## src/verilog/alu32_pkg.sv

```systemverilog
package alu32_pkg;

  // ********************************************************************
  // widths and storage sizes
  // ********************************************************************
  localparam int ADDR_W    = 8;
  localparam int MEM_WORDS = 2 ** ADDR_W;
  localparam int NUM_REGS  = 32;

  typedef logic [31:0]       word_t;
  typedef logic [ADDR_W-1:0] addr_t;
  typedef logic [4:0]        reg_idx_t;
  typedef logic [5:0]        opcode_t;
  typedef logic [4:0]        sub_op_t;

  // major opcodes
  localparam opcode_t TYPE_BASIC = 6'b100000;
  localparam opcode_t ADDI       = 6'b101000;
  localparam opcode_t ORI        = 6'b101100;
  localparam opcode_t XORI       = 6'b101011;
  localparam opcode_t MOVI       = 6'b100010;
  localparam opcode_t LWI        = 6'b000010;
  localparam opcode_t SWI        = 6'b001010;
  localparam opcode_t HALT       = 6'b111111;

  // sub-opcodes of the basic type
  localparam sub_op_t ADD    = 5'b00000;
  localparam sub_op_t SUB    = 5'b00001;
  localparam sub_op_t AND_OP = 5'b00010;
  localparam sub_op_t OR_OP  = 5'b00100;
  localparam sub_op_t XOR_OP = 5'b00011;
  localparam sub_op_t SRLI   = 5'b01001;
  localparam sub_op_t SLLI   = 5'b01000;
  localparam sub_op_t ROTRI  = 5'b01011;

  // ********************************************************************
  // instruction field positions
  // ********************************************************************
  localparam int OPC_MSB   = 30;
  localparam int OPC_LSB   = 25;
  localparam int RT_MSB    = 24;
  localparam int RT_LSB    = 20;
  localparam int RA_MSB    = 19;
  localparam int RA_LSB    = 15;
  localparam int RB_MSB    = 14;
  localparam int RB_LSB    = 10;
  localparam int SUB_MSB   = 4;
  localparam int SUB_LSB   = 0;
  localparam int IMM15_MSB = 14;
  localparam int IMM20_MSB = 19;

  typedef enum logic [2:0] {
    ST_IDLE,
    ST_FETCH,
    ST_EXEC,
    ST_MEM,
    ST_WB,
    ST_HALT
  } ctrl_state_t;

endpackage
```

## src/verilog/load_store_unit.sv

```systemverilog
`timescale 1ns/1ps

module load_store_unit (
  input  logic             clk,
  input  logic             reset,
  input  logic             lsu_start,
  input  logic             is_store,
  input  alu32_pkg::addr_t mem_addr,
  input  alu32_pkg::word_t store_data,
  input  logic             ack,
  input  alu32_pkg::word_t rdata,
  output logic             req,
  output logic             we,
  output alu32_pkg::addr_t addr,
  output alu32_pkg::word_t wdata,
  output alu32_pkg::word_t load_data,
  output logic             lsu_done
);

  always_ff @(posedge clk) begin
    if (reset) begin
      req <= 1'b0;
      we  <= 1'b0;
    end else if (lsu_start) begin
      req <= 1'b1;
      we  <= is_store;
    end else if (req && ack) begin
      req <= 1'b0;
      we  <= 1'b0;
    end
  end

  always_ff @(posedge clk) begin
    if (lsu_start) begin
      addr  <= mem_addr;
      wdata <= store_data;
    end
    // a store reads the old word back, which is of no use to the core
    if (req && ack && !we) begin
      load_data <= rdata;
    end
  end

  assign lsu_done = req && ack;

  a_addr_stable: assert property (@(posedge clk) disable iff (reset)
    (req && !ack) |=> $stable(addr))
    else $error("load_store_unit: address changed while waiting for ack");

endmodule

```

## config.mk

```make
export PLATFORM = sky130hd
export DESIGN_NAME = load_store_unit
export DESIGN_NICKNAME = d
export VERILOG_FILES = /design/src/verilog/alu32_pkg.sv /design/src/verilog/load_store_unit.sv
export SDC_FILE = /design/constraint.sdc
export NUM_CORES = 1
export LEC_CHECK = 0
export BUFFER_PORTS_ARGS = -buffer_cell sky130_fd_sc_hd__buf_2
export CORE_UTILIZATION = 40
export DETAILED_ROUTE_END_ITERATION = 10
export PLACE_DENSITY_LB_ADDON = 0.15
export SYNTH_ARGS = -nofsm -noshare
export SYNTH_HDL_FRONTEND = slang
export SYNTH_SLANG_ARGS = --single-unit
```

## constraint.sdc

```tcl
create_clock -name clk -period 2.9 [get_ports clk]
set_input_delay 0 -clock clk [delete_from_list [all_inputs] [get_ports clk]]
set_output_delay 0 -clock clk [all_outputs]
set_load 0.1 [all_outputs]
```

# Word-level counts from Yosys, hierarchy flattened
# Index checks and enable logic that the tools add are counted.
# classes
n_mux	3
reduce_logical	4
# ops
cell	count
1-bit two-way mux	3
1-bit logical AND	2
2-bit nonzero test	1
1-bit logical NOT	1
# word_totals
ff_bits	74
out_inout_bits	75
inputBits	77
wordCells	12

# Longest topological paths before layout
# Gate-level depths: netlist of run 1.
# depth
word_depth	3
mapped_depth	3
depth_no_buf	3

# Worst setup path after synthesis of run 1
# OpenSTA, ideal clock, no wires.
# synth_path
kind	reg2reg
startpoint	register req
endpoint	register load_data[0], enable pin
t_arrival_ns	2.478
t_required_ns	2.479
path_slack_ns	0.001
n_path_buf	0
setup_ns	0.421
stages_incl_launch_ff	3
period_less_slack_ns	2.899
path_cell_list	dfxtp_1 -> nand2_2 -> nor2_1
# synth_via
elab_chain_cells	2
# synth_lines
element	line_no	rtl
start: declaration	load_store_unit.sv:12	output logic req,
start signal: assignment	load_store_unit.sv:22	req <= 1'b0;
start signal: assignment	load_store_unit.sv:25	req <= 1'b1;
start signal: assignment	load_store_unit.sv:28	req <= 1'b0;
1-bit logical AND (2 in a row)	load_store_unit.sv:39	if (req && ack && !we) begin
end signal: assignment	load_store_unit.sv:40	load_data <= rdata;
end: declaration	load_store_unit.sv:16	output alu32_pkg::word_t load_data,
# Every way passes these cells.
# A chain may end at the register's enable or synchronous reset.

# Worst setup path in the final report of run 1
# layout_path
startpoint	input lsu_start
endpoint	register we
# layout_via
elab_chain_cells	1
elab_cells_between_ends	2
classes_between	mux (1); reduce/logical (1)
# layout_lines
element	line_no	rtl
start: declaration	load_store_unit.sv:6	input logic lsu_start,
1-bit two-way mux or 2-bit nonzero test (tied branches)	--	
end signal: assignment	load_store_unit.sv:26	we <= is_store;
end: declaration	load_store_unit.sv:13	output logic we,
# Parallel ways exist; a longest one is shown, timed or not.

==> results.py, run 1 <==
metrics = {
    "cts": {
        "clockBufferDepth": 2,
        "cts_tree": "built",
        "numCtsBuffers": 9,
        "cts.clk_slew.worst_paths_ns": 0.07,
        "h-tree-depth": 3,
        "cts-root-buf": "clkbuf_8",
        "clock_latency_ns": 0.32,
        "clock_sinks": 74,
    },
    "timing": {
        "period_minus_slack_ns": 1.29,
        "finalSetupTns_ns": 0,
        "fin_ws_ns": 1.61,
        "setup_viol": 0,
        "fmax_mhz": 777,
        "worst_pin_slew_ns": 0.893,
        "grt_setup_unrepaired": "no",
        "max_slew_margin_pct": 40.4,
        "fin_skew_ns": 0.00456,
        "holdWs_ns": 0.354,
        "slew_viol_final": 0,
        "hold_viol_final": 0,
        "period_share_pct": 44.4,
    },
    "synthesis": {
        "synth.avg_cell_area_um2": 27.1,
        "ys_seq_area_share_pct": 97.9,
        "syn_area_um2": 2250,
        "ys_ff_latch": 74,
        "ys_warn_count": 0,
        "syn_inst": 83,
        "synth.distinct_cells": 9,
        "synth_nets": 160,
    },
    "worst_setup_path": {
        "endpoint_kind": "flip-flop",
        "cp_max_fo": 43,
        "worstRegToRegCells": 4,
        "crit_family": "buffers and inverters",
        "path_cells": "buf_2, nand3b_1, a21oi_2, dlygate4sd3_1",
        "cpMaxStageDelayCell": "buf_2",
        "startpoint_type": "primary input",
        "critPathKind": "primary input to flip-flop",
        "critPathArrivalTime_ns": 1.50,
        "cp.required_ns": 3.12,
        "cp_num_cells": 4,
        "slowest_delay_ns": 0.67,
        "cp_num_buf_inv": 2,
    },
    "cells_and_area": {
        "drive_gt1_share_pct": 50.9,
        "final-seq-area_um2": 2200,
        "multi_input_area_um2": 41.3,
        "final_core_util_pct": 76.0,
        "final_nets": 398,
        "nFillCells": 347,
        "num_antenna_cells": 0,
        "syn2layout_area_growth_pct": 78.1,
    },
    "pwr": {
        "switching_share_pct": 33.9,
        "intPower_mw": 1.69,
        "comb_power_share_pct": 25.8,
        "clkPwrFrac_pct": 24.8,
        "power.share.sequential_pct": 49.4,
        "power_density_nw_per_um2": 636,
        "ir_drop_mv": 0.531,
        "switchingPower_mw": 0.863,
        "leakage_nw": 1.73,
    },
    "placed_design": {
        "dp_hpwl_um": 3070,
        "gp_congestion": 0.766,
        "dp_slack_ns": 1.70,
        "io_buffers": 151,
    },
    "floorplanning": {
        "rows": 26,
        "io_pins": 152,
        "start_util_pct": 42.7,
        "dieWidth_um": 77.0,
        "die_area_um2": 5930,
        "core_um2": 5270,
        "die_h_um": 77.0,
    },
    "outcome": {
        "status": "finished clean",
    },
    "global_routing": {
        "antenna_found_initial": 0,
        "grt_pass1_wl_um": 8510,
        "grt_pass1_vias": 1812,
        "grt_overflow": 0,
        "grt_use_total_pct": 19.9,
        "grt_max_degree": 44,
    },
    "drt": {
        "drt_iter0_drc": 81,
        "ant_nets": 0,
        "avgRoutedWirePerCell_um": 14.3,
        "drc": 0,
        "wl_met1_um": 1980,
        "vias": 1673,
        "viasPerCell": 4.22,
        "drt_pass1_iterations": 3,
        "met2_length_um": 3000,
        "wl_met3_um": 554,
        "top_layer": "met4",
        "wl_um": 5660,
    },
    "min_path": {
        "hp-class": "primary input to flip-flop",
        "holdPathStages": 1,
    },
    "job": {
        "cap_viol_max_count": 0,
    },
}
[through the flow]
stage	instances	instance area [um^2]	power, mW
final	396	4010	2.55
after global routing	396	4010	2.63
after CTS	396	4010	2.56
after detailed placement	305	3100	1.86
after global placement	305	3100	1.85
after floorplan	83	2250	1.74
[cells in the final DEF (no fill, tap or decap), drive strengths merged, types with 2 or more instances in the layout]
cell type	instances
buf	152
dlygate4sd3	75
edfxtp	72
clkbuf	11
clkinv	5
inv	2
dfxtp	2
nand2	2
nor2	2
a21oi	2
[power groups by stage]
stage	Clock, mW	Combinational (mW)	Sequential [mW]
3_5_place_dp	0	0.576	1.28
3_3_place_gp	0	0.574	1.28
5_1_grt	0.691	0.676	1.27
2_1_floorplan	0	0.0138	1.72
4_1_cts	0.651	0.654	1.26
6_report	0.631	0.657	1.26
[repair_timing]
item | 4_1_cts | 5_1_grt
endpoints found under the setup margin | 0 | 0
hold buffers | 75 | 0
gates resized for setup | 0 | 0
hold endpoints to repair | 74 | 0
buffers inserted | 0 | 0
[worst reg2reg max path, delay by kind of cell, from the launching register on]
family | cells | cell delay (ns)
DFF | 1 | 0.36
buffers and inverters | 1 | 0.54
and+or+nand+nor | 2 | 0.18
AOI/OAI and AO/OA | 1 | 0.05
[registers in the layout, indices dropped and copies added, names as in the netlist]
signal,cells
load_data,32
req,1
addr,8
wdata,32
we,1
[routing by layer]
layer	vias up	track usage, %
met5	-	0
met4	0	11.1
met3	13	7.14
met2	101	36.0
met1	755	19.5
li1	804	-
[logic make-up after synthesis]
logic type	share of synthesized area [%]
flops	97.9
simple gates	1.11
compound gates	0.612
buf+inv	0.334
[path summary, 6_finish.rpt]
check | start | end | slack, ns
hold reg to reg | req | req | 0.53
setup reg to reg | req | we | 1.66
setup / recovery | lsu_start | we | 1.61
hold / removal | lsu_start | wdata[5] | 0.35
[cell usage after synthesis]
cell type  count  area share (%)
dfxtp_1        2             1.8
nand2_2        1            0.28
edfxtp_1      72              96
a21oi_2        1            0.39
a21oi_1        1            0.22
nand2_1        1            0.17
inv_1          2            0.33
nand3b_1       1            0.33
nor2_1         2            0.33
[area by class of cell]
| cell class | instances | share of cell area [%] |
|---|---|---|
| sequential | 74 | 55.0 |
| timing repair buffer | 227 | 37.8 |
| clock buffer | 11 | 3.28 |
| tap | 70 | 2.19 |
| multi-input combinational | 7 | 1.03 |
| clock inverter | 5 | 0.531 |
| inverter | 2 | 0.187 |
Power figures use the tool's default switching activity.
==> run 2, diff against run 1 <==
Clock period 2.9 ns to 1.2 ns, I/O delays scaled along.
==> run 2 against run 1 <==
Power is 150% higher. Count of clock-buffer cells in the layout is 5 higher. First-iteration DRC count is 36% lower. Cell area is 1.7% higher. Sequential cell count stayed put.
==> results.py, run 2 (same netlist as run 1, synthesis figures left out) <==
metrics = {
    "outcome": {
        "status": "finished clean",
    },
    "worst_setup_path": {
        "worstRegToRegCells": 3,
        "critPathLaunch": "load_data[10]",
        "cp_num_buf_inv": 1,
        "critPathKind": "flip-flop to output pin",
        "startpoint_type": "flip-flop",
        "r2r-end": "load_data[22]",
        "cp_max_fo": 1,
        "endpoint_kind": "output pin",
        "crit_path_end": "load_data[10]",
        "critPathArrivalTime_ns": 1.13,
        "path_cells": "buf_2",
        "crit-reg2reg-launch": "req",
        "crit_family": "buffers and inverters",
        "slowest_delay_ns": 0.44,
        "cpMaxStageDelayCell": "buf_2",
        "cp.required_ns": 1.20,
        "rrSetupSlack_ns": 0.13,
        "cp_num_cells": 1,
    },
    "drt": {
        "drt_iter0_drc": 52,
        "ant_nets": 0,
        "wl_met1_um": 2140,
        "viasPerCell": 4.30,
        "vias": 1703,
        "top_layer": "met4",
        "wl_um": 5940,
        "avgRoutedWirePerCell_um": 15.0,
        "drt_pass1_iterations": 4,
        "wl_met3_um": 594,
        "met2_length_um": 3130,
        "drc": 0,
    },
    "cts": {
        "cts.clk_slew.worst_paths_ns": 0.07,
        "cts_setup_buffers": 0,
        "clock_sinks": 74,
        "clock_latency_ns": 0.33,
        "numCtsBuffers": 9,
        "cts_tree": "built",
        "h-tree-depth": 3,
        "postCtsResizedCells": 0,
        "postCtsHoldBufs": 74,
        "cts-root-buf": "clkbuf_8",
        "clockBufferDepth": 2,
    },
    "global_routing": {
        "grt_pass1_wl_um": 9240,
        "grt_max_degree": 44,
        "grt_pass1_vias": 1859,
        "grt_overflow": 0,
        "antenna_found_initial": 0,
        "grt_use_total_pct": 21.6,
    },
    "timing": {
        "holdWs_ns": 0.0276,
        "worst_pin_slew_ns": 0.505,
        "hold_viol_final": 0,
        "max_slew_margin_pct": 66.6,
        "period_minus_slack_ns": 1.13,
        "setup_viol": 0,
        "grt_setup_unrepaired": "no",
        "finalSetupTns_ns": 0,
        "fmax_mhz": 883,
        "period_share_pct": 94.4,
        "slew_viol_final": 0,
        "fin_skew_ns": 0.00745,
    },
    "floorplanning": {
        "dieWidth_um": 77.0,
        "core_um2": 5270,
        "start_util_pct": 42.7,
        "die_h_um": 77.0,
        "io_pins": 152,
        "die_area_um2": 5930,
        "rows": 26,
    },
    "cells_and_area": {
        "num_antenna_cells": 0,
        "final_nets": 398,
        "final_core_util_pct": 77.3,
        "syn2layout_area_growth_pct": 81.2,
        "multi_input_area_um2": 51.3,
        "top_regs": "load_data: 32 flops, wdata: 32 flops, addr: 8 flops",
        "final_common_cell": "buf_2",
        "nFillCells": 345,
        "drive_gt1_share_pct": 51.8,
        "final-seq-area_um2": 2210,
        "mostFrequentLayoutCells": "buf_2 (150), dlygate4sd3_1 (74), edfxtp_1 (72)",
    },
    "pwr": {
        "totalPowerFinal_mw": 6.32,
        "leakage_nw": 1.75,
        "ir_drop_mv": 1.12,
        "power_density_nw_per_um2": 1550,
    },
    "placed_design": {
        "io_buffers": 151,
        "gp_congestion": 0.680,
    },
    "job": {
        "cap_viol_max_count": 0,
    },
    "min_path": {
        "hp-class": "primary input to flip-flop",
    },
}
## run 2: area by class of cell
| cell class | instances | area share (%) |
|---|---|---|
| Clock buffer | 16 | 4.18 |
| Inverter | 2 | 0.184 |
| Multi-Input combinational cell | 7 | 1.26 |
| Sequential cell | 74 | 54.2 |
| Tap cell | 70 | 2.15 |
| Timing Repair Buffer | 227 | 38.1 |
## run 2: worst min path at each step
stage                     cells after the start  start  slack (ns)  endpoint
after floorplan                               1  reset        0.06        we
after global placement                        2  reset        0.17        we
after detailed placement                      2  reset        0.17        we
after CTS                                     4    ack        0.01       req
after global routing                          4    ack        0.06        we
final                                         4    ack        0.03       req
## run 2: power breakdown
group,switching [mW],internal [mW],leakage [nW]
clock network,0.798,0.871,0.0850
logic,1.25,0.360,0.961
registers,0.0395,3.00,0.703
## run 2: stage by stage
| step | std cells | instance area [um^2] | setup WS (ns) |
|---|---|---|---|
| after global placement | 306 | 3160 | 0.170 |
| after floorplan | 83 | 2270 | -0.344 |
| after CTS | 396 | 4080 | 0.0609 |
| after detailed placement | 306 | 3160 | 0.144 |
| after global routing | 396 | 4080 | 0.0276 |
| final | 396 | 4080 | 0.0675 |
## run 2: metal layers
layer / vias to the layer above / track usage, %
met5: - / 0
met4: 0 / 9.62
met3: 7 / 7.14
met2: 103 / 38.6
met1: 787 / 23.3
li1: 806 / -
