`config.mk`:
```
export PLATFORM = sky130hd
export DESIGN_NAME = mem_arbiter
export DESIGN_NICKNAME = d
export VERILOG_FILES = /design/src/verilog/alu32_pkg.sv /design/src/verilog/mem_arbiter.sv
export SDC_FILE = /design/constraint.sdc
export NUM_CORES = 1
export LEC_CHECK = 0
export ABC_AREA = 1
export BUFFER_PORTS_ARGS = -buffer_cell sky130_fd_sc_hd__buf_4
export CAP_MARGIN = 10
export CORE_AREA = 2 2 78 80
export DETAILED_ROUTE_END_ITERATION = 6
export DIE_AREA = 0 0 80 82
export PLACE_DENSITY_LB_ADDON = 0.12
export SYNTH_ARGS = -nofsm -noshare
export SYNTH_HDL_FRONTEND = slang
export SYNTH_SLANG_ARGS = --single-unit
```
`constraint.sdc`:
```
create_clock -name clk -period 1.25 [get_ports clk]
set_clock_uncertainty 0.2 [all_clocks]
set_input_delay 0.25 -clock clk [delete_from_list [all_inputs] [get_ports clk]]
set_output_delay 0.25 -clock clk [all_outputs]
set_load 0.03 [all_outputs]
```
`src/verilog/alu32_pkg.sv`:
```
package alu32_pkg;

  // ********************************************************************
  // widths and storage sizes
  // ********************************************************************
  localparam int ADDR_W    = 8;
  localparam int MEM_WORDS = 2 ** ADDR_W;
  localparam int NUM_REGS  = 32;

  typedef logic [31:0]       word_t;
  typedef logic [ADDR_W-1:0] addr_t;
  typedef logic [4:0]        reg_idx_t;
  typedef logic [5:0]        opcode_t;
  typedef logic [4:0]        sub_op_t;

  // major opcodes
  localparam opcode_t TYPE_BASIC = 6'b100000;
  localparam opcode_t ADDI       = 6'b101000;
  localparam opcode_t ORI        = 6'b101100;
  localparam opcode_t XORI       = 6'b101011;
  localparam opcode_t MOVI       = 6'b100010;
  localparam opcode_t LWI        = 6'b000010;
  localparam opcode_t SWI        = 6'b001010;
  localparam opcode_t HALT       = 6'b111111;

  // sub-opcodes of the basic type
  localparam sub_op_t ADD    = 5'b00000;
  localparam sub_op_t SUB    = 5'b00001;
  localparam sub_op_t AND_OP = 5'b00010;
  localparam sub_op_t OR_OP  = 5'b00100;
  localparam sub_op_t XOR_OP = 5'b00011;
  localparam sub_op_t SRLI   = 5'b01001;
  localparam sub_op_t SLLI   = 5'b01000;
  localparam sub_op_t ROTRI  = 5'b01011;

  // ********************************************************************
  // instruction field positions
  // ********************************************************************
  localparam int OPC_MSB   = 30;
  localparam int OPC_LSB   = 25;
  localparam int RT_MSB    = 24;
  localparam int RT_LSB    = 20;
  localparam int RA_MSB    = 19;
  localparam int RA_LSB    = 15;
  localparam int RB_MSB    = 14;
  localparam int RB_LSB    = 10;
  localparam int SUB_MSB   = 4;
  localparam int SUB_LSB   = 0;
  localparam int IMM15_MSB = 14;
  localparam int IMM20_MSB = 19;

  typedef enum logic [2:0] {
    ST_IDLE,
    ST_FETCH,
    ST_EXEC,
    ST_MEM,
    ST_WB,
    ST_HALT
  } ctrl_state_t;

endpackage
```
`src/verilog/mem_arbiter.sv`:
```
`timescale 1ns/1ps

module mem_arbiter (
  input  logic             clk,
  input  logic             reset,
  input  logic             loader_req,
  input  alu32_pkg::addr_t loader_addr,
  input  alu32_pkg::word_t loader_wdata,
  input  logic             lsu_req,
  input  logic             lsu_we,
  input  alu32_pkg::addr_t lsu_addr,
  input  alu32_pkg::word_t lsu_wdata,
  input  logic             fetch_req,
  input  alu32_pkg::addr_t fetch_addr,
  input  alu32_pkg::word_t mem_rdata,
  output logic             mem_en,
  output logic             mem_we,
  output alu32_pkg::addr_t mem_addr,
  output alu32_pkg::word_t mem_wdata,
  output logic             loader_ack,
  output logic             lsu_ack,
  output logic             fetch_ack,
  output alu32_pkg::word_t shared_rdata
);

  logic gnt_loader;
  logic gnt_lsu;
  logic gnt_fetch;

  // a requester still shows its request in its ack cycle and must not be granted again
  assign gnt_loader = loader_req;
  assign gnt_lsu    = lsu_req && !lsu_ack && !gnt_loader;
  assign gnt_fetch  = fetch_req && !fetch_ack && !gnt_loader && !gnt_lsu;

  assign mem_en    = gnt_loader || gnt_lsu || gnt_fetch;
  assign mem_we    = gnt_loader || (gnt_lsu && lsu_we);
  assign mem_addr  = gnt_loader ? loader_addr : (gnt_lsu ? lsu_addr : fetch_addr);
  assign mem_wdata = gnt_loader ? loader_wdata : lsu_wdata;

  // the grant is registered and comes back as the ack, next to the read data
  always_ff @(posedge clk) begin
    if (reset) begin
      loader_ack <= 1'b0;
      lsu_ack    <= 1'b0;
      fetch_ack  <= 1'b0;
    end else begin
      loader_ack <= gnt_loader;
      lsu_ack    <= gnt_lsu;
      fetch_ack  <= gnt_fetch;
    end
  end

  assign shared_rdata = mem_rdata;

  // the core requesters keep their request up through the cycle of their ack
  a_ack_with_req: assert property (@(posedge clk) disable iff (reset)
    (!lsu_ack || lsu_req) && (!fetch_ack || fetch_req))
    else $error("mem_arbiter: ack arrived after the request was dropped");

endmodule

```
After elaboration in Yosys (flattened, before gate mapping). Cells that the tools add are included.

Register bits after elaboration: 3. Bits of input ports: 126. Output and inout port bits: 77. Logic and storage cells: 19.

Muxes and demuxes: 3. Reduce and logical (&&, ||, !) cells: 13.

Operators with widths (number): 2-to-1 mux 32 bit (1); 2-to-1 mux 8 bit (2); logical AND 1 bit (6); logical NOT 1 bit (4); logical OR 1 bit (3).

Depth between registers and ports, before layout. Gate-level depths: netlist of run 1.

Word-level depth: 6. Depth in mapped cells: 5. Mapped depth without buffers: 4.

Least setup slack after synthesis of run 1. Ideal clock, no wire load.

Path type: reg2out. Start: register lsu_ack. End: output mem_addr[0]. Arrival time: 1.169 ns. Slack: -0.369 ns. Cell stages (with the launch flop): 6. Path through: dfxtp_1 > inv_2 > nand2_4 > buf_6 > nand3_1 > nand3_1.

Word-level cells in the longest chain between the ends: 5.

RTL lines: start: declaration (line mem_arbiter.sv:21) `output logic lsu_ack,`; start signal: assignment (line mem_arbiter.sv:48) `lsu_ack <= gnt_lsu;`; logical NOT 1 bit (line mem_arbiter.sv:32) `assign gnt_lsu = lsu_req && !lsu_ack && !gnt_loader;`; logical AND 1 bit (2 in series) (line mem_arbiter.sv:32); 2-to-1 mux 8 bit (2 in series) (line mem_arbiter.sv:37) `assign mem_addr = gnt_loader ? loader_addr : (gnt_lsu ? lsu_addr : fetch_addr);`; end: declaration (line mem_arbiter.sv:18) `output alu32_pkg::addr_t mem_addr,`.

No other way between the ends.

Final worst setup path of run 1.
Start: register lsu_ack. End: output mem_addr[1].

The elaborated chain is that of the path after synthesis.

==> flow_summary.toml, run 1 <==
[worst_setup_path]
timing.rr.end = "fetch_ack$_SDFF_PP0_"
cp_slowest_cell = "dfxtp_4"
r2r-start = "lsu_ack$_SDFF_PP0_"
end_kind = "output port"
critPathMaxFanout = 6
cp_data_required_time_ps = 800
path_class = "reg2out"
worst_path_dominant_cell_family = "flip-flops"
cp-start-kind = "flop"
critPathMaxStageDelay_ps = 360
cp_num_buf_inv = 2
cp.arrival_ps = 1060
worstPathCellList = "inv_8, nand2_8, nand3_2, nand3_4, buf_6"
r2r_slack_ps = 150
ff2ff_path_depth = 5

[routing]
via_per_inst = 4.25
wl_um = 5170
first_pass_iters = 2
drt-initial-drc-count = 20
antenna_left = 0
wl_per_cell_um = 13.3
drc_errors = 0
num_vias = 1652

[outcome]
violations = "setup timing"
run_status = "finished with violations"

[hold_path]
hold_path_end = "lsu_ack$_SDFF_PP0_"
min_from = "reset"
hp-class = "in2reg"
holdPathStages = 2

[placed_design]
hpwlAfterDp_um = 3470
gp_congestion = 0.710
portBuffers = 138

[power]
power_leakage_uw = 0.00160
p_per_area_nw_per_um2 = 556
peakVddDrop_uv = 367
comb_power_share = 0.773
internal_power_uw = 974
clock_power_share = 0.165
power.net_switching_uw = 698
switching_share = 0.417
seqPwrFrac = 0.062

[timing]
worstMarginPinSlew_ps = 149
max_freq_mhz = 661
setup_viol = 41
rsz0062_at_grt = "yes"
final.setup.worst_slack_ps = -263
maxSlewViolCount = 0
hold_viol_final = 0
period_needed_ps = 1510
holdWs_ps = 8.39
period_share = 1.21
maxSlewHeadroom = 0.900
setup_tns_ps = -6180

[clock_tree]
root_buffer = "clkbuf_8"
cts_sinks = 3
cts_made_buffers = 3
htreeDepth = 1
clock_latency_ps = 210
cts_tree = "done"
clkTransAtPathRegs_ps = 30
cts_buffer_depth = 2

[yosys]
seq_area_frac_synth = 0.0587
synth_nets = 313
syn_avg_cell_area_um2 = 5.47
syn_area_um2 = 1020
ys_warn_count = 0
synth_cell_types = 15
ys_seq_elements = 3
syn_inst = 187

[layout]
nNetsFinal = 441
drive_gt1_frac = 0.857
syn_to_final_growth_pct = 194
diodes = 0

[die]
die_w_um = 80
dieArea_um2 = 6560
fp.coreArea_um2 = 5750
io_pins = 203
initial_core_util = 0.178
row_count = 28
die_y_um = 82

[grt]
first_global_vias = 1601
antenna_found_initial = 0
grt_use_total = 0.145
grt_overflow = 0
grt_start_max_net_pins = 12
grt_pass1_wl_um = 7580

[job]
cap_violations = 0
## cell usage after synthesis
cell / n / area, um2
dfxtp_1: 3 / 60.1
nand3_2: 1 / 10.0
nand2_1: 107 / 402
buf_4: 35 / 263
nor3_2: 1 / 10.0
inv_8: 1 / 11.3
inv_1: 1 / 3.75
nor2_1: 1 / 3.75
nand3_1: 17 / 85.1
nand4_1: 8 / 50.1
buf_8: 1 / 15.0
inv_2: 1 / 3.75
nor3_1: 1 / 5.00
buf_6: 8 / 90.1
nand2_4: 1 / 11.3
## worst reg2reg max path, delay by kind of cell, from the launching register on
family | cells | cell delay [ps]
AND/OR/NAND/NOR | 3 | 250
flip-flops | 1 | 390
buffers and inverters | 2 | 180
## power groups by stage
stage               Clock, uW  Combinational [uW]  Sequential (uW)
global route              301                1370              104
floorplan                   0                 704              111
CTS                       285                1260              104
finish                    276                1290              104
detailed placement          0                 954              103
global placement            0                 953              103
## worst max path at each step
stage                       start  depth (start not counted)          end  slack, ps
3_3_place_gp           loader_req                          5  mem_addr[6]       -190
4_1_cts        lsu_ack$_SDFF_PP0_                          5  mem_addr[0]       -280
2_1_floorplan  lsu_ack$_SDFF_PP0_                          5  mem_addr[0]        -70
3_5_place_dp           loader_req                          5  mem_addr[7]       -200
5_1_grt        lsu_ack$_SDFF_PP0_                          5  mem_addr[1]       -320
6_report       lsu_ack$_SDFF_PP0_                          5  mem_addr[1]       -260
## cells in the final DEF, fill, tap and decap left out
cell	synthesis	final
inv_1	1	1
buf_8	1	1
inv_12	0	1
nand3_2	1	6
nand4_1	8	8
nand2_8	0	2
clkbuf_1	0	1
nand2_4	1	34
dfxtp_1	3	2
inv_16	0	1
buf_12	0	6
dfxtp_4	0	1
inv_8	1	1
nand2_2	0	42
inv_4	0	1
nand2_1	107	31
buf_4	35	104
inv_6	0	1
clkbuf_8	0	3
nor2_1	1	1
buf_16	0	5
nor3_1	1	1
buf_6	8	46
nor3_2	1	1
clkbuf_16	0	1
nand3_4	0	12
## registers in the layout, indices dropped and copies added, names as in the netlist
signal / cells
loader_ack: 1
lsu_ack: 1
fetch_ack: 1
## repair_timing
| action | in CTS | in global routing |
|---|---|---|
| pin swaps | 7 | 12 |
| gates cloned | 9 | 1 |
| hold buffers | 0 | 0 |
| setup endpoints to repair | 42 | 43 |
| setup buffers | 11 | 1 |
| resized for setup | 117 | 38 |
## final cells by class
cell class,count,area [um2]
repair buffers,163,1600
multi-input cells,138,1140
clock buffers,4,45.0
repair inverters,3,35.0
well taps,75,93.8
flip-flops and latches,3,63.8
fillers,559,2740
inverters,3,31.3
## stage by stage
step / total power (uW) / cells / setup slack, ps / utilization / instance area (um2)
floorplan: 816 / 187 / -67.5 / - / 1260
finish: 1670 / 389 / -263 / 0.523 / 3010
global route: 1770 / 389 / -317 / 0.523 / 3010
global placement: 1060 / 368 / -194 / 0.373 / 2140
CTS: 1640 / 390 / -285 / 0.502 / 2880
detailed placement: 1060 / 368 / -196 / 0.373 / 2140
## layer usage
metal	vias up	GRT usage	wire length [um]
li1	818	-	-
met1	735	0.165	1750
met2	89	0.276	2880
met3	10	0.0275	499
met4	0	0.0373	35
met5	-	0	0
## logic make-up after synthesis
group	Yosys count	share of synthesized area
and+or+nand+nor	137	0.564
DFF	3	0.0587
buffers and inverters	47	0.378
No activity file was read; power rests on OpenSTA's default activity.
==> inputs of run 2 (changes only) <==
--- a/config.mk
+++ b/config.mk
@@ -5,7 +5,6 @@
 export SDC_FILE = /design/constraint.sdc
 export NUM_CORES = 1
 export LEC_CHECK = 0
-export ABC_AREA = 1
 export BUFFER_PORTS_ARGS = -buffer_cell sky130_fd_sc_hd__buf_4
 export CAP_MARGIN = 10
 export CORE_AREA = 2 2 78 80
==> run 2 against run 1 <==
Effect of this change:
- the flow still finishes with violations (setup timing)
- cell count down 19%
- total power down 4.1%
- global-route usage down 2.3 points
- sequential share of layout area up 0.19 points
- fmax down 10%
- first-iteration DRC count down 75%
- via count down 19%
- setup slack worse by 170 ps
- hold slack better by 11 ps
- largest cell class unchanged
==> flow_summary.toml, run 2 <==
[outcome]
run_status = "finished with violations"
violations = "setup timing"

[clock_tree]
cts_tree = "done"
clock_latency_ps = 210
cts_buffer_depth = 2
htreeDepth = 1
clkTransAtPathRegs_ps = 30
cts_sinks = 3
cts_made_buffers = 3
root_buffer = "clkbuf_8"

[routing]
antenna_left = 0
wl_per_cell_um = 14.2
drc_errors = 0
num_vias = 1335
first_pass_iters = 2
wl_um = 4480
via_per_inst = 4.22
drt-initial-drc-count = 5

[timing]
setup_viol = 43
hold_viol_final = 0
maxSlewHeadroom = 0.844
period_share = 1.35
maxSlewViolCount = 0
rsz0062_at_grt = "yes"
worstMarginPinSlew_ps = 233
max_freq_mhz = 593
holdWs_ps = 19.6
period_needed_ps = 1690
final.setup.worst_slack_ps = -435

[layout]
diodes = 0
fillCellCount = 566
biggestRegsByFlops = "fetch_ack (1), loader_ack (1), lsu_ack (1)"
nNetsFinal = 368
syn_to_final_growth_pct = 176
final_common_cell = "buf_4"
final_cell_mix = "buf_4 (104), buf_6 (47), mux2_4 (32)"
fin_cells = 316
drive_gt1_frac = 0.913

[worst_setup_path]
critPathMaxFanout = 3
cp_common_cell = "buf_6"
end_kind = "output port"
cp_data_required_time_ps = 800
r2r-start = "lsu_ack$_SDFF_PP0_"
cp.arrival_ps = 1240
critPathMaxStageDelay_ps = 350
cp-startpoint = "lsu_ack$_SDFF_PP0_"
cp_slowest_cell = "dfxtp_4"
worstPathCellList = "nor2b_4, buf_6, or3_4, buf_6"
cp-start-kind = "flop"
path_class = "reg2out"

[die]
row_count = 28
io_pins = 203
dieArea_um2 = 6560
die_w_um = 80
die_y_um = 82
initial_core_util = 0.178
fp.coreArea_um2 = 5750

[grt]
use_met3 = 0.0396
use_met1 = 0.118
grt_overflow = 0
grtUsageMet2 = 0.245
busiest_layer = "met2"
grt_use_total = 0.122
grt_pass1_wl_um = 6270
first_global_vias = 1351
antenna_found_initial = 0
grt_start_max_net_pins = 10

[placed_design]
portBuffers = 138
dp_cells = 300
hpwlAfterDp_um = 3460
gp_congestion = 0.636

[yosys]
ys_top_cells_by_count = "buf_4 (32), mux2_2 (32), inv_1 (8), nand2_1 (8), nand4bb_1 (8)"
synth-edff-count = 0
synth_top_cell_by_area = "mux2_2"
syn_inst = 113
async_flop_share = 0
synthTopCellsByArea = "mux2_2 (35%), buf_4 (24%), nand4bb_1 (8.8%)"
ys_seq_elements = 3
ys_warn_count = 0
syn_area_um2 = 1020
synth_nets = 239
synth_cell_types = 16
synth_ff_type = "dfxtp_1"
synth_top_area_frac = 0.353
seq_area_frac_synth = 0.0588
syn_avg_cell_area_um2 = 9.04

[power]
power_leakage_uw = 0.00140
peakVddDrop_uv = 289
p_per_area_nw_per_um2 = 569

[hold_path]
min_from = "reset"
hp-class = "in2reg"

[job]
cap_violations = 0
==> run 2: area by class of cell <==
class	instances	area, um2	share of cell area
Multi-Input combinational cell	63	1000	0.356
Clock buffer	4	45.0	0.0160
Tap cell	75	93.8	0.0333
Timing Repair Buffer	163	1580	0.561
Inverter	8	30.0	0.0107
Sequential cell	3	65.1	0.0231
==> run 2: logic make-up (layout without fill, tap and decap cells) <==
group / count (synthesis) / count (layout) / synth area share
AO/OA/AOI/OAI: 9 / 9 / 0.0760
buffers and inverters: 47 / 175 / 0.336
flip-flops: 3 / 3 / 0.0588
multiplexers: 32 / 32 / 0.353
AND/OR/NAND/NOR: 22 / 22 / 0.176
==> run 2: final timing paths <==
kind | end | slack, ps | depth (start not counted)
max | mem_en | -440 | 4
min | lsu_ack$_SDFF_PP0_ | 20 | 2
max reg2reg | lsu_ack$_SDFF_PP0_ | 20 | 5
min reg2reg | fetch_ack$_SDFF_PP0_ | 340 | 2
==> run 2: worst max-delay path: cells and delay by family (launching register included) <==
kind	cells	cell delay, ps
buffers and inverters	2	260
DFF	1	350
and+or+nand+nor	2	400
==> run 2: what timing repair did <==
action	CTS	global route
hold buffers	0	0
cloned	6	0
gates resized for setup	67	9
pin swaps	2	8
endpoints found under the setup margin	46	43
setup buffers	6	3
==> run 2: through the flow <==
| step | util | setup TNS (ps) | power [uW] | setup slack, ps | instance area, um2 |
|---|---|---|---|---|---|
| after floorplan | - | -4230 | 876 | -256 | 1330 |
| after global placement | 0.383 | -15190 | 1090 | -403 | 2200 |
| after detailed placement | 0.383 | -15100 | 1100 | -400 | 2200 |
| after CTS | 0.489 | -9790 | 1630 | -464 | 2810 |
| after global routing | 0.490 | -9220 | 1680 | -463 | 2820 |
| final | 0.490 | -8370 | 1600 | -435 | 2820 |
==> run 2: power breakdown <==
part	switching, uW	total, uW	leakage, uW	internal, uW
sequential	2.53	102	0.0000258	99.5
clock	63.7	281	0.0000228	218
combinational	505	1220	0.00135	715
==> run 2: metal layers <==
layer / vias to the layer above / share of wire
met5: - / 0
li1: 635 / -
met4: 0 / 0.0047
met1: 594 / 0.30
met2: 100 / 0.56
met3: 6 / 0.14
==> inputs of run 3 (changes only) <==
--- a/config.mk
+++ b/config.mk
@@ -8,6 +8,7 @@
 export BUFFER_PORTS_ARGS = -buffer_cell sky130_fd_sc_hd__buf_4
 export CAP_MARGIN = 10
 export CORE_AREA = 2 2 78 80
+export CTS_BUF_LIST = sky130_fd_sc_hd__clkbuf_4 sky130_fd_sc_hd__clkbuf_8 sky130_fd_sc_hd__clkbuf_16
 export DETAILED_ROUTE_END_ITERATION = 6
 export DIE_AREA = 0 0 80 82
 export PLACE_DENSITY_LB_ADDON = 0.12
==> run 3 against run 2 <==
Effect of this change:
- wire length hardly changed
- cell count stayed put
- register-to-register slack hardly changed
- die area stayed put
- via count stayed put
- the flow still finishes with violations (setup timing)
- combinational power hardly changed
==> flow_summary.toml, run 3 (synthesized netlist as in run 2, its figures left out) <==
[placed_design]
portBuffers = 138
hpwlAfterDp_um = 3460
dp_slack_ps = -400
gp_congestion = 0.636
dpl_cell_area_um2 = 2200

[timing]
worstMarginPinSlew_ps = 233
final.setup.worst_slack_ps = -436
max_freq_mhz = 593
holdWs_ps = 18.6
setup_tns_ps = -8370
maxSlewHeadroom = 0.844
hold_viol_final = 0
rsz0062_at_grt = "yes"
setup_viol = 43
period_share = 1.35
maxSlewViolCount = 0
period_needed_ps = 1690

[worst_setup_path]
cp_data_required_time_ps = 800
cp-start-kind = "flop"
cp_num_buf_inv = 2
cp_slowest_cell = "dfxtp_4"
path_class = "reg2out"
critPathMaxStageDelay_ps = 350
worstPathCellList = "nor2b_4, buf_6, or3_4, buf_6"
critPathMaxFanout = 3
cp.arrival_ps = 1240
cp_common_cell = "buf_6"
worst_path_dominant_cell_family = "simple AND/OR/NAND/NOR gates"
end_kind = "output port"

[clock_tree]
cts_hold_buf = 0
cts_sinks = 3
clkTransAtPathRegs_ps = 30
cts_buffer_depth = 2
htreeDepth = 1
root_buffer = "clkbuf_8"
clock_latency_ps = 210
cts_tree = "done"
cts_made_buffers = 3

[die]
fp.coreArea_um2 = 5750
die_y_um = 82
initial_core_util = 0.178
row_count = 28
die_w_um = 80
io_pins = 203
dieArea_um2 = 6560

[outcome]
violations = "setup timing"
run_status = "finished with violations"

[routing]
first_pass_iters = 2
wl_um = 4480
drt-initial-drc-count = 5
wl_per_cell_um = 14.2
antenna_left = 0
drc_errors = 0
num_vias = 1335
via_per_inst = 4.22

[grt]
grt_pass1_wl_um = 6270
first_global_vias = 1351
antenna_found_initial = 0
grt_start_max_net_pins = 10
grt_use_total = 0.122
grt_overflow = 0

[power]
peakVddDrop_uv = 289
p_per_area_nw_per_um2 = 576
power_leakage_uw = 0.00141

[layout]
final_common_cell = "buf_4"
final_cell_mix = "buf_4 (104), buf_6 (47), mux2_4 (32)"
stdcell_area_um2 = 2820
diodes = 0
biggestRegsByFlops = "fetch_ack (1), loader_ack (1), lsu_ack (1)"
final_core_util = 0.491
syn_to_final_growth_pct = 176
nNetsFinal = 368
drive_gt1_frac = 0.917
fillCellCount = 564

[hold_path]
hp-class = "in2reg"

[job]
cap_violations = 0
run 3: cell count changes in the layout (fill, tap and decap cells not counted):
cell / delta
clkbuf_4: +1
clkbuf_1: -1
run 3: area by class of cell:
cell class | instances | area (um2) | share of cell area
timing repair buffer | 163 | 1580 | 0.560
multi-input combinational | 63 | 1000 | 0.356
tap | 75 | 93.8 | 0.0333
sequential | 3 | 65.1 | 0.0231
clock buffer | 4 | 48.8 | 0.0173
inverter | 8 | 30.0 | 0.0106
run 3: repair_timing:
item                       in CTS  in global routing
buffers inserted                6                  3
setup endpoints to repair      46                 43
resized for setup              67                  9
pin swaps                       2                  8
cloned                          6                  0
run 3: stage by stage:
| stage | std cells | total power, uW |
|---|---|---|
| after floorplan | 113 | 876 |
| after global placement | 300 | 1090 |
| after global routing | 316 | 1700 |
| after detailed placement | 300 | 1100 |
| final | 316 | 1630 |
| after CTS | 316 | 1650 |
run 3: metal layers:
metal,global-route usage,up-vias,part of all wire
li1,-,635,-
met1,0.118,594,0.30
met2,0.245,100,0.56
met3,0.0396,6,0.14
met4,0.0322,0,0.0047
met5,0,-,0
run 3: worst register-to-register path: stages (launching register included):
cell and delay [ps]:
dfxtp_4 350, nor2b_4 160, buf_6 130, buf_4 100, buf_6 80, nor3b_2 140
run 3: path summary, 6_finish.rpt:
path                              from                   end  cells after the start  slack, ps
setup / recovery    lsu_ack$_SDFF_PP0_                mem_en                      4       -440
hold / removal                   reset    lsu_ack$_SDFF_PP0_                      2         20
setup reg to reg    lsu_ack$_SDFF_PP0_    lsu_ack$_SDFF_PP0_                      5         20
hold reg to reg   fetch_ack$_SDFF_PP0_  fetch_ack$_SDFF_PP0_                      2        340
run 3: power breakdown:
group	switching, uW	internal [uW]	leakage, uW	total (uW)
Clock	64.1	239	0.0000262	303
Sequential	2.53	99.5	0.0000258	102
Combinational	505	715	0.00135	1220
